--- src/source/bus_pkg.sv ---
// Internal register bus widths, an asynchronous SRAM-like port
// Address and data are both one byte wide, one I2C byte per bus word

package bus_pkg;

    localparam int BUS_ADDR_W = 8;
    localparam int BUS_DATA_W = 8;

    typedef logic [BUS_ADDR_W-1:0] bus_addr_t;
    typedef logic [BUS_DATA_W-1:0] bus_data_t;

endpackage

--- src/source/i2c_pkg.sv ---
// I2C protocol constants, filter patterns and state encodings
// The filter patterns assume the newest sample sits in bit 0 of a history

package i2c_pkg;

    // ----------------------------------------
    // Protocol constants
    // ----------------------------------------
    localparam logic [6:0] DEVICE_ID     = 7'h08;
    localparam int         BITS_PER_BYTE = 8;
    localparam logic       ACK_LEVEL     = 1'b0;
    localparam logic       NACK_LEVEL    = 1'b1;

    // Bit counter shared by the receiver and the SDA driver
    localparam int                   BIT_CNT_W = $clog2(BITS_PER_BYTE);
    localparam logic [BIT_CNT_W-1:0] LAST_BIT  = BIT_CNT_W'(BITS_PER_BYTE - 1);

    // ----------------------------------------
    // Line filter
    // ----------------------------------------
    localparam int FILTER_DEPTH = 8;

    typedef logic [FILTER_DEPTH-1:0] filter_t;

    // SDA falls or rises halfway through a window of steady high SCL
    localparam filter_t START_SDA_PAT = {{(FILTER_DEPTH/2){1'b1}}, {(FILTER_DEPTH/2){1'b0}}};
    localparam filter_t STOP_SDA_PAT  = {{(FILTER_DEPTH/2){1'b0}}, {(FILTER_DEPTH/2){1'b1}}};
    localparam filter_t SCL_HIGH_PAT  = {FILTER_DEPTH{1'b1}};
    // Edge points, late fall leaves SDA setup room before the next rise
    localparam filter_t SCL_RISE_PAT      = {1'b0, {(FILTER_DEPTH-1){1'b1}}};
    localparam filter_t SCL_FALL_PAT      = {{(FILTER_DEPTH-1){1'b1}}, 1'b0};
    localparam filter_t SCL_FALL_LATE_PAT = {2'b11, {(FILTER_DEPTH-2){1'b0}}};

    // ----------------------------------------
    // State encodings
    // ----------------------------------------
    typedef enum logic [3:0]
    {
        st_idle       = 4'h0,
        st_start      = 4'h1,
        st_dev_addr   = 4'h2,
        st_ack_dev    = 4'h3,
        st_reg_addr   = 4'h4,
        st_ack_reg    = 4'h5,
        st_wr_data    = 4'h6,
        st_ack_wr     = 4'h7,
        st_rd_data    = 4'h8,
        st_master_ack = 4'h9
    } xfer_state_t;

    typedef enum logic [1:0]
    {
        sda_recv      = 2'h0,
        sda_arm       = 2'h1,
        sda_send_data = 2'h2,
        sda_send_wait = 2'h3
    } sda_state_t;

endpackage
--- src/source/i2c_slave_top.sv ---
// I2C slave to internal register bus bridge, device address fixed in i2c_pkg
// SDA arrives as a plain input, the open-drain pad is driven from o_sda_oe outside

module i2c_slave_top
(
    input  logic               i_clk,
    input  logic               i_reset,
    input  logic               i_scl,
    input  logic               i_sda,
    input  bus_pkg::bus_data_t i_bus_data,
    output logic               o_sda_oe,
    output logic               o_bus_cs,
    output logic               o_bus_wr,
    output bus_pkg::bus_addr_t o_bus_addr,
    output bus_pkg::bus_data_t o_bus_data
);

    // Filtered line events
    logic start;
    logic stop;
    logic scl_rise;
    logic scl_fall;
    logic scl_fall_late;
    logic sda;

    // Controller handshake
    i2c_pkg::xfer_state_t state;
    bus_pkg::bus_data_t   rx_byte;
    logic                 byte_done;
    logic                 send_done;
    logic                 dev_match;
    logic                 addr_load;
    logic                 addr_incr;
    logic                 data_load;

    i2c_line_sampler u_sampler
    (
        .i_clk           (i_clk),
        .i_reset         (i_reset),
        .i_scl           (i_scl),
        .i_sda           (i_sda),
        .o_start         (start),
        .o_stop          (stop),
        .o_scl_rise      (scl_rise),
        .o_scl_fall      (scl_fall),
        .o_scl_fall_late (scl_fall_late),
        .o_sda           (sda)
    );

    i2c_byte_receiver u_receiver
    (
        .i_clk       (i_clk),
        .i_reset     (i_reset),
        .i_state     (state),
        .i_scl_rise  (scl_rise),
        .i_sda       (sda),
        .o_byte      (rx_byte),
        .o_byte_done (byte_done)
    );

    // Read data comes straight from the bus
    i2c_sda_driver u_driver
    (
        .i_clk           (i_clk),
        .i_reset         (i_reset),
        .i_state         (state),
        .i_dev_match     (dev_match),
        .i_scl_fall      (scl_fall),
        .i_scl_fall_late (scl_fall_late),
        .i_tx_data       (i_bus_data),
        .o_sda_oe        (o_sda_oe),
        .o_send_done     (send_done)
    );

    i2c_transfer_ctrl u_ctrl
    (
        .i_clk       (i_clk),
        .i_reset     (i_reset),
        .i_start     (start),
        .i_stop      (stop),
        .i_byte_done (byte_done),
        .i_byte      (rx_byte),
        .i_send_done (send_done),
        .o_state     (state),
        .o_dev_match (dev_match),
        .o_addr_load (addr_load),
        .o_addr_incr (addr_incr),
        .o_data_load (data_load)
    );

    reg_bus_master u_bus
    (
        .i_clk       (i_clk),
        .i_reset     (i_reset),
        .i_state     (state),
        .i_byte      (rx_byte),
        .i_addr_load (addr_load),
        .i_addr_incr (addr_incr),
        .i_data_load (data_load),
        .o_bus_cs    (o_bus_cs),
        .o_bus_wr    (o_bus_wr),
        .o_bus_addr  (o_bus_addr),
        .o_bus_data  (o_bus_data)
    );

endmodule

--- src/source/reg_bus_master.sv ---
// Register address counter and strobes for the SRAM-like internal bus
// Read data must stay valid on the bus for the whole rd_data byte

module reg_bus_master
(
    input  logic                 i_clk,
    input  logic                 i_reset,
    input  i2c_pkg::xfer_state_t i_state,
    input  bus_pkg::bus_data_t   i_byte,
    input  logic                 i_addr_load,
    input  logic                 i_addr_incr,
    input  logic                 i_data_load,
    output logic                 o_bus_cs,
    output logic                 o_bus_wr,
    output bus_pkg::bus_addr_t   o_bus_addr,
    output bus_pkg::bus_data_t   o_bus_data
);

    import i2c_pkg::*;

    // Write already issued for the current ACK bit
    logic wr_done;

    // Address counter and write data latch
    always_ff @(posedge i_clk, posedge i_reset)
    begin
        if (i_reset)
        begin
            o_bus_addr <= '0;
            o_bus_data <= '0;
        end
        else
        begin
            if (i_addr_load)
                o_bus_addr <= i_byte;
            else if (i_addr_incr)
                o_bus_addr <= o_bus_addr + 1'b1;
            if (i_data_load)
                o_bus_data <= i_byte;
        end
    end

    // ----------------------------------------
    // Select and write strobes
    // ----------------------------------------
    always_ff @(posedge i_clk, posedge i_reset)
    begin
        if (i_reset)
        begin
            o_bus_cs <= 1'b0;
            o_bus_wr <= 1'b0;
            wr_done  <= 1'b0;
        end
        else if (i_state == st_ack_wr)
        begin
            // One write cycle per received byte
            o_bus_cs <= !wr_done;
            o_bus_wr <= !wr_done;
            wr_done  <= 1'b1;
        end
        else
        begin
            o_bus_cs <= (i_state == st_rd_data);
            o_bus_wr <= 1'b0;
            wr_done  <= 1'b0;
        end
    end

endmodule

--- src/source/i2c_transfer_ctrl.sv ---
// Transaction FSM for writes and combined write-address-then-read transfers
// Repeated START or STOP is honoured only during the write phase

module i2c_transfer_ctrl
(
    input  logic                 i_clk,
    input  logic                 i_reset,
    input  logic                 i_start,
    input  logic                 i_stop,
    input  logic                 i_byte_done,
    input  bus_pkg::bus_data_t   i_byte,
    input  logic                 i_send_done,
    output i2c_pkg::xfer_state_t o_state,
    output logic                 o_dev_match,
    output logic                 o_addr_load,
    output logic                 o_addr_incr,
    output logic                 o_data_load
);

    import i2c_pkg::*;

    logic dev_read;

    // ----------------------------------------
    // Main FSM
    // ----------------------------------------
    always_ff @(posedge i_clk, posedge i_reset)
    begin
        if (i_reset)
        begin
            o_state <= st_idle;
        end
        else
        begin
            case (o_state)
            st_idle:
            begin
                if (i_start)
                    o_state <= st_start;
            end
            st_start:
            begin
                o_state <= st_dev_addr;
            end
            st_dev_addr:
            begin
                if (i_byte_done)
                    o_state <= st_ack_dev;
            end
            st_ack_dev:
            begin
                // NACKed address drops back to idle
                if (i_send_done)
                    o_state <= !o_dev_match ? st_idle : (dev_read ? st_rd_data : st_reg_addr);
            end
            st_reg_addr:
            begin
                if (i_byte_done)
                    o_state <= st_ack_reg;
            end
            st_ack_reg:
            begin
                if (i_send_done)
                    o_state <= st_wr_data;
            end
            st_wr_data, st_ack_wr:
            begin
                if (i_stop)
                    o_state <= st_idle;
                else if (i_start)
                    o_state <= st_start;
                else if (i_byte_done && (o_state == st_wr_data))
                    o_state <= st_ack_wr;
                else if (i_send_done && (o_state == st_ack_wr))
                    o_state <= st_wr_data;
            end
            st_rd_data:
            begin
                if (i_send_done)
                    o_state <= st_master_ack;
            end
            st_master_ack:
            begin
                // Master NACK ends the read
                if (i_byte_done)
                    o_state <= (i_byte[0] == ACK_LEVEL) ? st_rd_data : st_idle;
            end
            default:
            begin
                o_state <= st_idle;
            end
            endcase
        end
    end

    // Address match and R/W bit of the first byte
    always_ff @(posedge i_clk, posedge i_reset)
    begin
        if (i_reset)
        begin
            o_dev_match <= 1'b0;
            dev_read    <= 1'b0;
        end
        else if ((o_state == st_dev_addr) && i_byte_done)
        begin
            o_dev_match <= (i_byte[7:1] == DEVICE_ID);
            dev_read    <= i_byte[0];
        end
        else if ((o_state == st_idle) || (o_state == st_start))
        begin
            o_dev_match <= 1'b0;
            dev_read    <= 1'b0;
        end
    end

    // ----------------------------------------
    // Bus master strobes
    // ----------------------------------------
    always_comb
    begin
        o_addr_load = (o_state == st_reg_addr) && i_byte_done;
        o_data_load = (o_state == st_wr_data) && i_byte_done;
        // Step after each written byte and after each master ACK or NACK
        o_addr_incr = ((o_state == st_ack_wr) && i_send_done)
                   || ((o_state == st_master_ack) && i_byte_done);
    end

endmodule

--- src/source/i2c_sda_driver.sv ---
// Drives ACK, NACK and read data onto an open-drain SDA, o_sda_oe high pulls the line low
// The pad and its pull-up live outside this design

module i2c_sda_driver
(
    input  logic                 i_clk,
    input  logic                 i_reset,
    input  i2c_pkg::xfer_state_t i_state,
    input  logic                 i_dev_match,
    input  logic                 i_scl_fall,
    input  logic                 i_scl_fall_late,
    input  bus_pkg::bus_data_t   i_tx_data,
    output logic                 o_sda_oe,
    output logic                 o_send_done
);

    import i2c_pkg::*;

    sda_state_t           sda_state;
    logic [BIT_CNT_W-1:0] bit_idx;
    logic                 ack_state;
    logic                 ack_level;

    always_comb
    begin
        ack_state = (i_state == st_ack_dev) || (i_state == st_ack_reg)
                 || (i_state == st_ack_wr);
        // Only the device address phase may answer NACK
        ack_level = ((i_state != st_ack_dev) || i_dev_match) ? ACK_LEVEL : NACK_LEVEL;
    end

    // ----------------------------------------
    // SDA output FSM
    // ----------------------------------------
    always_ff @(posedge i_clk, posedge i_reset)
    begin
        if (i_reset)
        begin
            sda_state   <= sda_recv;
            bit_idx     <= LAST_BIT;
            o_sda_oe    <= 1'b0;
            o_send_done <= 1'b0;
        end
        else if ((i_state == st_idle) || (i_state == st_start))
        begin
            // START or STOP mid-bit, let go of the line at once
            sda_state   <= sda_recv;
            bit_idx     <= LAST_BIT;
            o_sda_oe    <= 1'b0;
            o_send_done <= 1'b0;
        end
        else
        begin
            case (sda_state)
            sda_recv:
            begin
                o_send_done <= 1'b0;
                bit_idx     <= LAST_BIT;
                // Done pulse blocks a rearm before the controller moves on
                if (!o_send_done && (ack_state || (i_state == st_rd_data)))
                begin
                    sda_state <= sda_arm;
                end
            end

            sda_arm:
            begin
                o_send_done <= 1'b0;
                if (ack_state && i_scl_fall)
                begin
                    o_sda_oe  <= ~ack_level;
                    sda_state <= sda_send_wait;
                end
                else if ((i_state == st_rd_data) && i_scl_fall_late)
                begin
                    // MSB goes out well after the fall for hold time
                    o_sda_oe  <= ~i_tx_data[bit_idx];
                    bit_idx   <= bit_idx - 1'b1;
                    sda_state <= sda_send_data;
                end
            end

            sda_send_data:
            begin
                if (i_scl_fall)
                begin
                    o_sda_oe <= ~i_tx_data[bit_idx];
                    if (bit_idx == '0)
                    begin
                        sda_state <= sda_send_wait;
                    end
                    else
                    begin
                        bit_idx <= bit_idx - 1'b1;
                    end
                end
            end

            sda_send_wait:
            begin
                // Hold the last bit for one full SCL period
                if (i_scl_fall)
                begin
                    o_sda_oe    <= 1'b0;
                    o_send_done <= 1'b1;
                    sda_state   <= sda_recv;
                end
            end

            default:
            begin
                sda_state <= sda_recv;
            end
            endcase
        end
    end

endmodule

--- src/source/i2c_byte_receiver.sv ---
// Shifts SDA in MSB first on each filtered SCL rise
// In master_ack only one bit is taken, into bit 0 of o_byte

module i2c_byte_receiver
(
    input  logic                i_clk,
    input  logic                i_reset,
    input  i2c_pkg::xfer_state_t i_state,
    input  logic                i_scl_rise,
    input  logic                i_sda,
    output bus_pkg::bus_data_t  o_byte,
    output logic                o_byte_done
);

    import i2c_pkg::*;
    import bus_pkg::*;

    logic [BIT_CNT_W-1:0] bit_cnt;
    logic                 shift_state;
    logic                 clear_state;

    // States in which the master sends a full byte
    always_comb
    begin
        shift_state = (i_state == st_dev_addr) || (i_state == st_reg_addr)
                   || (i_state == st_wr_data);
    end

    // Slave owns SDA or no transfer is running
    always_comb
    begin
        clear_state = (i_state == st_idle) || (i_state == st_start)
                   || (i_state == st_rd_data) || (i_state == st_ack_dev)
                   || (i_state == st_ack_reg) || (i_state == st_ack_wr);
    end

    // ----------------------------------------
    // Bit counter and done pulse
    // ----------------------------------------
    always_ff @(posedge i_clk, posedge i_reset)
    begin
        if (i_reset)
        begin
            bit_cnt     <= '0;
            o_byte_done <= 1'b0;
        end
        else if (clear_state)
        begin
            bit_cnt     <= '0;
            o_byte_done <= 1'b0;
        end
        else if (i_scl_rise && shift_state)
        begin
            if (bit_cnt == LAST_BIT)
            begin
                bit_cnt     <= '0;
                o_byte_done <= 1'b1;
            end
            else
            begin
                bit_cnt     <= bit_cnt + 1'b1;
                o_byte_done <= 1'b0;
            end
        end
        else if (i_scl_rise && (i_state == st_master_ack))
        begin
            // Single acknowledge bit from the master
            bit_cnt     <= '0;
            o_byte_done <= 1'b1;
        end
        else
        begin
            o_byte_done <= 1'b0;
        end
    end

    // Shift register
    always_ff @(posedge i_clk)
    begin
        if (i_scl_rise && shift_state)
        begin
            o_byte <= {o_byte[BUS_DATA_W-2:0], i_sda};
        end
        else if (i_scl_rise && (i_state == st_master_ack))
        begin
            o_byte[0] <= i_sda;
        end
    end

endmodule

--- src/source/i2c_line_sampler.sv ---
// SCL and SDA filter with START, STOP and SCL edge detection
// Inputs are assumed synchronous enough to i_clk; glitches under FILTER_DEPTH clocks are dropped

module i2c_line_sampler
(
    input  logic i_clk,
    input  logic i_reset,
    input  logic i_scl,
    input  logic i_sda,
    output logic o_start,
    output logic o_stop,
    output logic o_scl_rise,
    output logic o_scl_fall,
    output logic o_scl_fall_late,
    output logic o_sda
);

    import i2c_pkg::*;

    // Sample histories, newest sample in bit 0
    filter_t scl_hist;
    filter_t sda_hist;

    // ----------------------------------------
    // Sample histories
    // ----------------------------------------
    always_ff @(posedge i_clk, posedge i_reset)
    begin
        if (i_reset)
        begin
            // Released bus reads high on both lines
            scl_hist <= '1;
            sda_hist <= '1;
        end
        else
        begin
            scl_hist <= {scl_hist[FILTER_DEPTH-2:0], i_scl};
            sda_hist <= {sda_hist[FILTER_DEPTH-2:0], i_sda};
        end
    end

    // ----------------------------------------
    // Pattern match strobes
    // ----------------------------------------
    always_ff @(posedge i_clk, posedge i_reset)
    begin
        if (i_reset)
        begin
            o_start         <= 1'b0;
            o_stop          <= 1'b0;
            o_scl_rise      <= 1'b0;
            o_scl_fall      <= 1'b0;
            o_scl_fall_late <= 1'b0;
        end
        else
        begin
            // SDA moves while SCL held high
            o_start         <= (sda_hist == START_SDA_PAT) && (scl_hist == SCL_HIGH_PAT);
            o_stop          <= (sda_hist == STOP_SDA_PAT) && (scl_hist == SCL_HIGH_PAT);
            o_scl_rise      <= (scl_hist == SCL_RISE_PAT);
            o_scl_fall      <= (scl_hist == SCL_FALL_PAT);
            o_scl_fall_late <= (scl_hist == SCL_FALL_LATE_PAT);
        end
    end

    assign o_sda = sda_hist[0];

endmodule

--- config.mk ---
export PLATFORM = sky130hd
export DESIGN_NAME = i2c_slave_top
export DESIGN_NICKNAME = d
export VERILOG_FILES = /design/src/source/bus_pkg.sv /design/src/source/i2c_pkg.sv /design/src/source/i2c_slave_top.sv /design/src/source/reg_bus_master.sv /design/src/source/i2c_transfer_ctrl.sv /design/src/source/i2c_sda_driver.sv /design/src/source/i2c_byte_receiver.sv /design/src/source/i2c_line_sampler.sv
export SDC_FILE = /design/constraint.sdc
export NUM_CORES = 1
export LEC_CHECK = 0
export BUFFER_PORTS_ARGS = -buffer_cell sky130_fd_sc_hd__buf_4
export CORE_MARGIN = 10
export CORE_UTILIZATION = 55
export DETAILED_ROUTE_END_ITERATION = 8
export GPL_TIMING_DRIVEN = 0
export MAX_ROUTING_LAYER = met4
export PLACE_DENSITY_LB_ADDON = 0.25
export SLEW_MARGIN = 20
export SYNTH_ARGS = -nofsm -noshare
export SYNTH_HDL_FRONTEND = slang
export SYNTH_SLANG_ARGS = --single-unit
export TNS_END_PERCENT = 100
--- constraint.sdc ---
create_clock -name i_clk -period 6.8 [get_ports i_clk]
set_input_delay 1.02 -clock i_clk [delete_from_list [all_inputs] [get_ports i_clk]]
set_output_delay 1.02 -clock i_clk [all_outputs]
set_load 0.03 [all_outputs]
==> impl_metrics.yaml <==
outcome:
  outcome: "complete, no violations"
timing:
  max_freq_ghz: 0.482
  period_minus_slack_ns: 2.07
  drv_slew: 0
  max-slew-margin-rel_pct: 49.9
  timing.final.crit_share_pct: 30.5
  setup_viol: 0
  hold_viol_final: 0
  tightest_slew_ns: 0.746
  rsz0062_at_grt: "no"
  tns_ns: 0
  skew_ns: 0.00670
  setup_slack_ns: 4.73
placement:
  dp_hpwl_mm: 4.49
  routabilityCongestion: 0.948
  portBuffers: 30
  dp_slack_ns: 4.63
die:
  io_pins: 31
  fp.dieW_um: 95.6
  core_area_mm2: 0.00554
  rows: 27
  initial_core_util_pct: 56.7
  die_area_mm2: 0.00914
  die_y_um: 95.6
clock_tree:
  cts.sinks: 65
  cts_buffer_depth: 2
  cts_tree: "yes"
  numCtsBuffers: 9
  ctsHoldBuffers: 0
  root_buffer: "clkbuf_8"
  clk_pin_slew_ns: 0.07
  cts_setup_buffers: 0
  clk_latency_ns: 0.34
  post_cts_resize_count: 0
  htreeDepth: 3
synth:
  syn_avg_cell_area_um2: 11.3
  syn_nets: 301
  netlist_instances: 278
  synthFlopType: "dfrtp_1"
  yosysMostFrequentCell: "dfrtp_1"
  yosys-top-cells-area: "dfrtp_1, dfstp_2, edfxtp_1"
  ys_ff_latch: 65
  synth_area_mm2: 0.00314
  yosysTopAreaCell: "dfrtp_1"
  synth_edf_count: 8
  yosysSeqAreaShare_pct: 53.8
  synth_cell_types: 61
  netlist_top_cells_count: "dfrtp_1, nor2_1, dfstp_2"
  async_flop_share_pct: 87.7
  synth_top_area_share_pct: 30.3
  yosysWarnings: 0
grt:
  grt_pass1_vias: 2281
  grt_remaining_overflow: 0
  antenna_found_initial: 0
  grt_use_total_pct: 15.2
  grtUsageMet2_pct: 22.3
  met1_usage_pct: 19.4
  grt_busiest_layer: "met2"
  grt_max_degree: 58
  met3_usage_pct: 5.03
  grt_pass1_wl_mm: 10.6
drt:
  wirelength_mm: 6.31
  vias: 2298
  avgRoutedWirePerCell_um: 15.9
  viasPerCell: 5.79
  dr.first_iter.drc_count: 171
  dr.pass1.iters: 4
  ant_nets: 0
  drc: 0
pwr:
  seqPwrFrac_pct: 42.9
  pwr-share-clk_pct: 31.0
  switching_share_pct: 32.1
  p_int_uw: 699
  power.density_mw_per_mm2: 281
  combinationalPowerShare_pct: 26.1
  cellLeakagePower_uw: 0.00164
  peakVddDrop_mv: 0.210
  p_sw_uw: 331
layout:
  final_layout_size_suffix_gt1_share_pct: 28.6
  nets: 343
  area_delta_synth_final_pct: 16.6
  antennaDiodeCount: 0
critical_path:
  worstPathMaxFanout: 9
  cp-end-kind: "flop"
  required_ns: 7.05
  start_kind: "flop"
  max_stage_delay_ns: 0.52
  rrSetupSlack_ns: 4.73
  cpMaxStageDelayCell: "dfstp_2"
  worst-path-buf-inv: 2
  cp.arrival_ns: 2.32
  crit_family: "flip-flops"
  path_class: "flop to flop"
  path_cells: "clkbuf_1 > inv_1 > ha_1 > nand2b_1 > nand2_1 > a221oi_2 > and4_1 > o21ai_1"
flow_run:
  drv_cap: 0
worst_hold_path:
  hold_class: "flop to flop"
-- flip-flops by register name, indices dropped and copies added (netlist names), 2 cells and up --
signal,flops
u_bus.o_bus_data,8
u_receiver.o_byte,8
u_sampler.sda_hist,8
u_receiver.bit_cnt,3
u_driver.sda_state,2
u_sampler.scl_hist,8
u_ctrl.o_state,4
u_bus.o_bus_addr,8
u_driver.bit_idx,3
-- path summary, 6_finish.rpt --
path                                         end  cells after the start             startpoint
setup / recovery             u_driver.bit_idx[2]                      8    u_driver.bit_idx[0]
setup reg to reg             u_driver.bit_idx[2]                      8    u_driver.bit_idx[0]
hold reg to reg            u_sampler.sda_hist[5]                      0  u_sampler.sda_hist[4]
hold / removal             u_sampler.sda_hist[5]                      0  u_sampler.sda_hist[4]
max in group asynchronous    u_bus.o_bus_addr[2]                      2                i_reset
min in group asynchronous    u_bus.o_bus_data[4]                      2                i_reset
-- cell usage in the layout, fill, tap and decap left out, drive strengths merged, types with 2 or more instances in the layout --
master	synthesis	routed
dfrtp	38	38
buf	6	37
nor2	21	21
dfstp	19	19
nand2	18	18
clkbuf	6	15
o21ai	13	13
nor3	11	11
mux2	11	11
ha	11	11
inv	10	11
nor2b	8	8
edfxtp	8	8
a21oi	7	7
and3	6	6
nand2b	5	5
nand4	5	5
mux2i	5	5
or3	4	4
o21a	4	4
a31oi	4	4
nand3	4	4
nor3b	4	4
a211oi	4	4
nor4	4	4
nor4b	4	4
nand4b	3	3
a22o	3	3
o22ai	3	3
o221ai	3	3
or4b	3	3
clkinv	0	3
a2111oi	2	2
clkinvlp	0	2
or2	2	2
-- metal layers --
metal  vias up  wire, µm
li1       1115         -
met1      1133      3100
met2        42      2860
met3         8       288
met4         0        61
met5         -         0
-- layout make-up --
cell class	instances	area [µm²]
fillers	436	1880
flip-flops and latches	65	1690
clock inverters	7	70.1
well taps	72	90.1
clock buffers	9	124
inverters	10	40.0
multi-input cells	191	1360
plain buffers	12	62.6
repair buffers	31	230
-- per-stage QoR --
| step | cells | hold WS [ns] | area [µm²] | power [µW] | utilization [%] |
|---|---|---|---|---|---|
| after floorplan | 278 | 0.355 | 3140 | 655 | - |
| after global placement | 380 | 0.358 | 3460 | 708 | 62.4 |
| after CTS | 397 | 0.370 | 3660 | 1040 | 66.1 |
| after detailed placement | 381 | 0.361 | 3470 | 717 | 62.6 |
| final | 397 | 0.370 | 3660 | 1030 | 66.1 |
| after global routing | 397 | 0.376 | 3660 | 1090 | 66.1 |
-- power by group through the flow --
stage / Combinational (µW) / Clock [µW] / Sequential [µW]
finish: 268 / 320 / 442
global route: 302 / 346 / 445
CTS: 269 / 327 / 441
detailed placement: 268 / 0 / 449
global placement: 261 / 0 / 448
floorplan: 209 / 0 / 446
-- logic make-up (layout without fill, tap and decap cells) --
logic type | after synthesis | count (layout) | share of synthesized area [%]
and+or+nand+nor | 108 | 108 | 19.8
DFF | 65 | 65 | 53.8
AOI/OAI and AO/OA | 55 | 55 | 13.0
buffers and inverters | 22 | 69 | 3.19
muxes | 16 | 16 | 5.54
adders and majority gates | 11 | 11 | 4.38
xor gates and xnor gates | 1 | 1 | 0.279
Note: power is estimated with default switching activity, not from simulation.
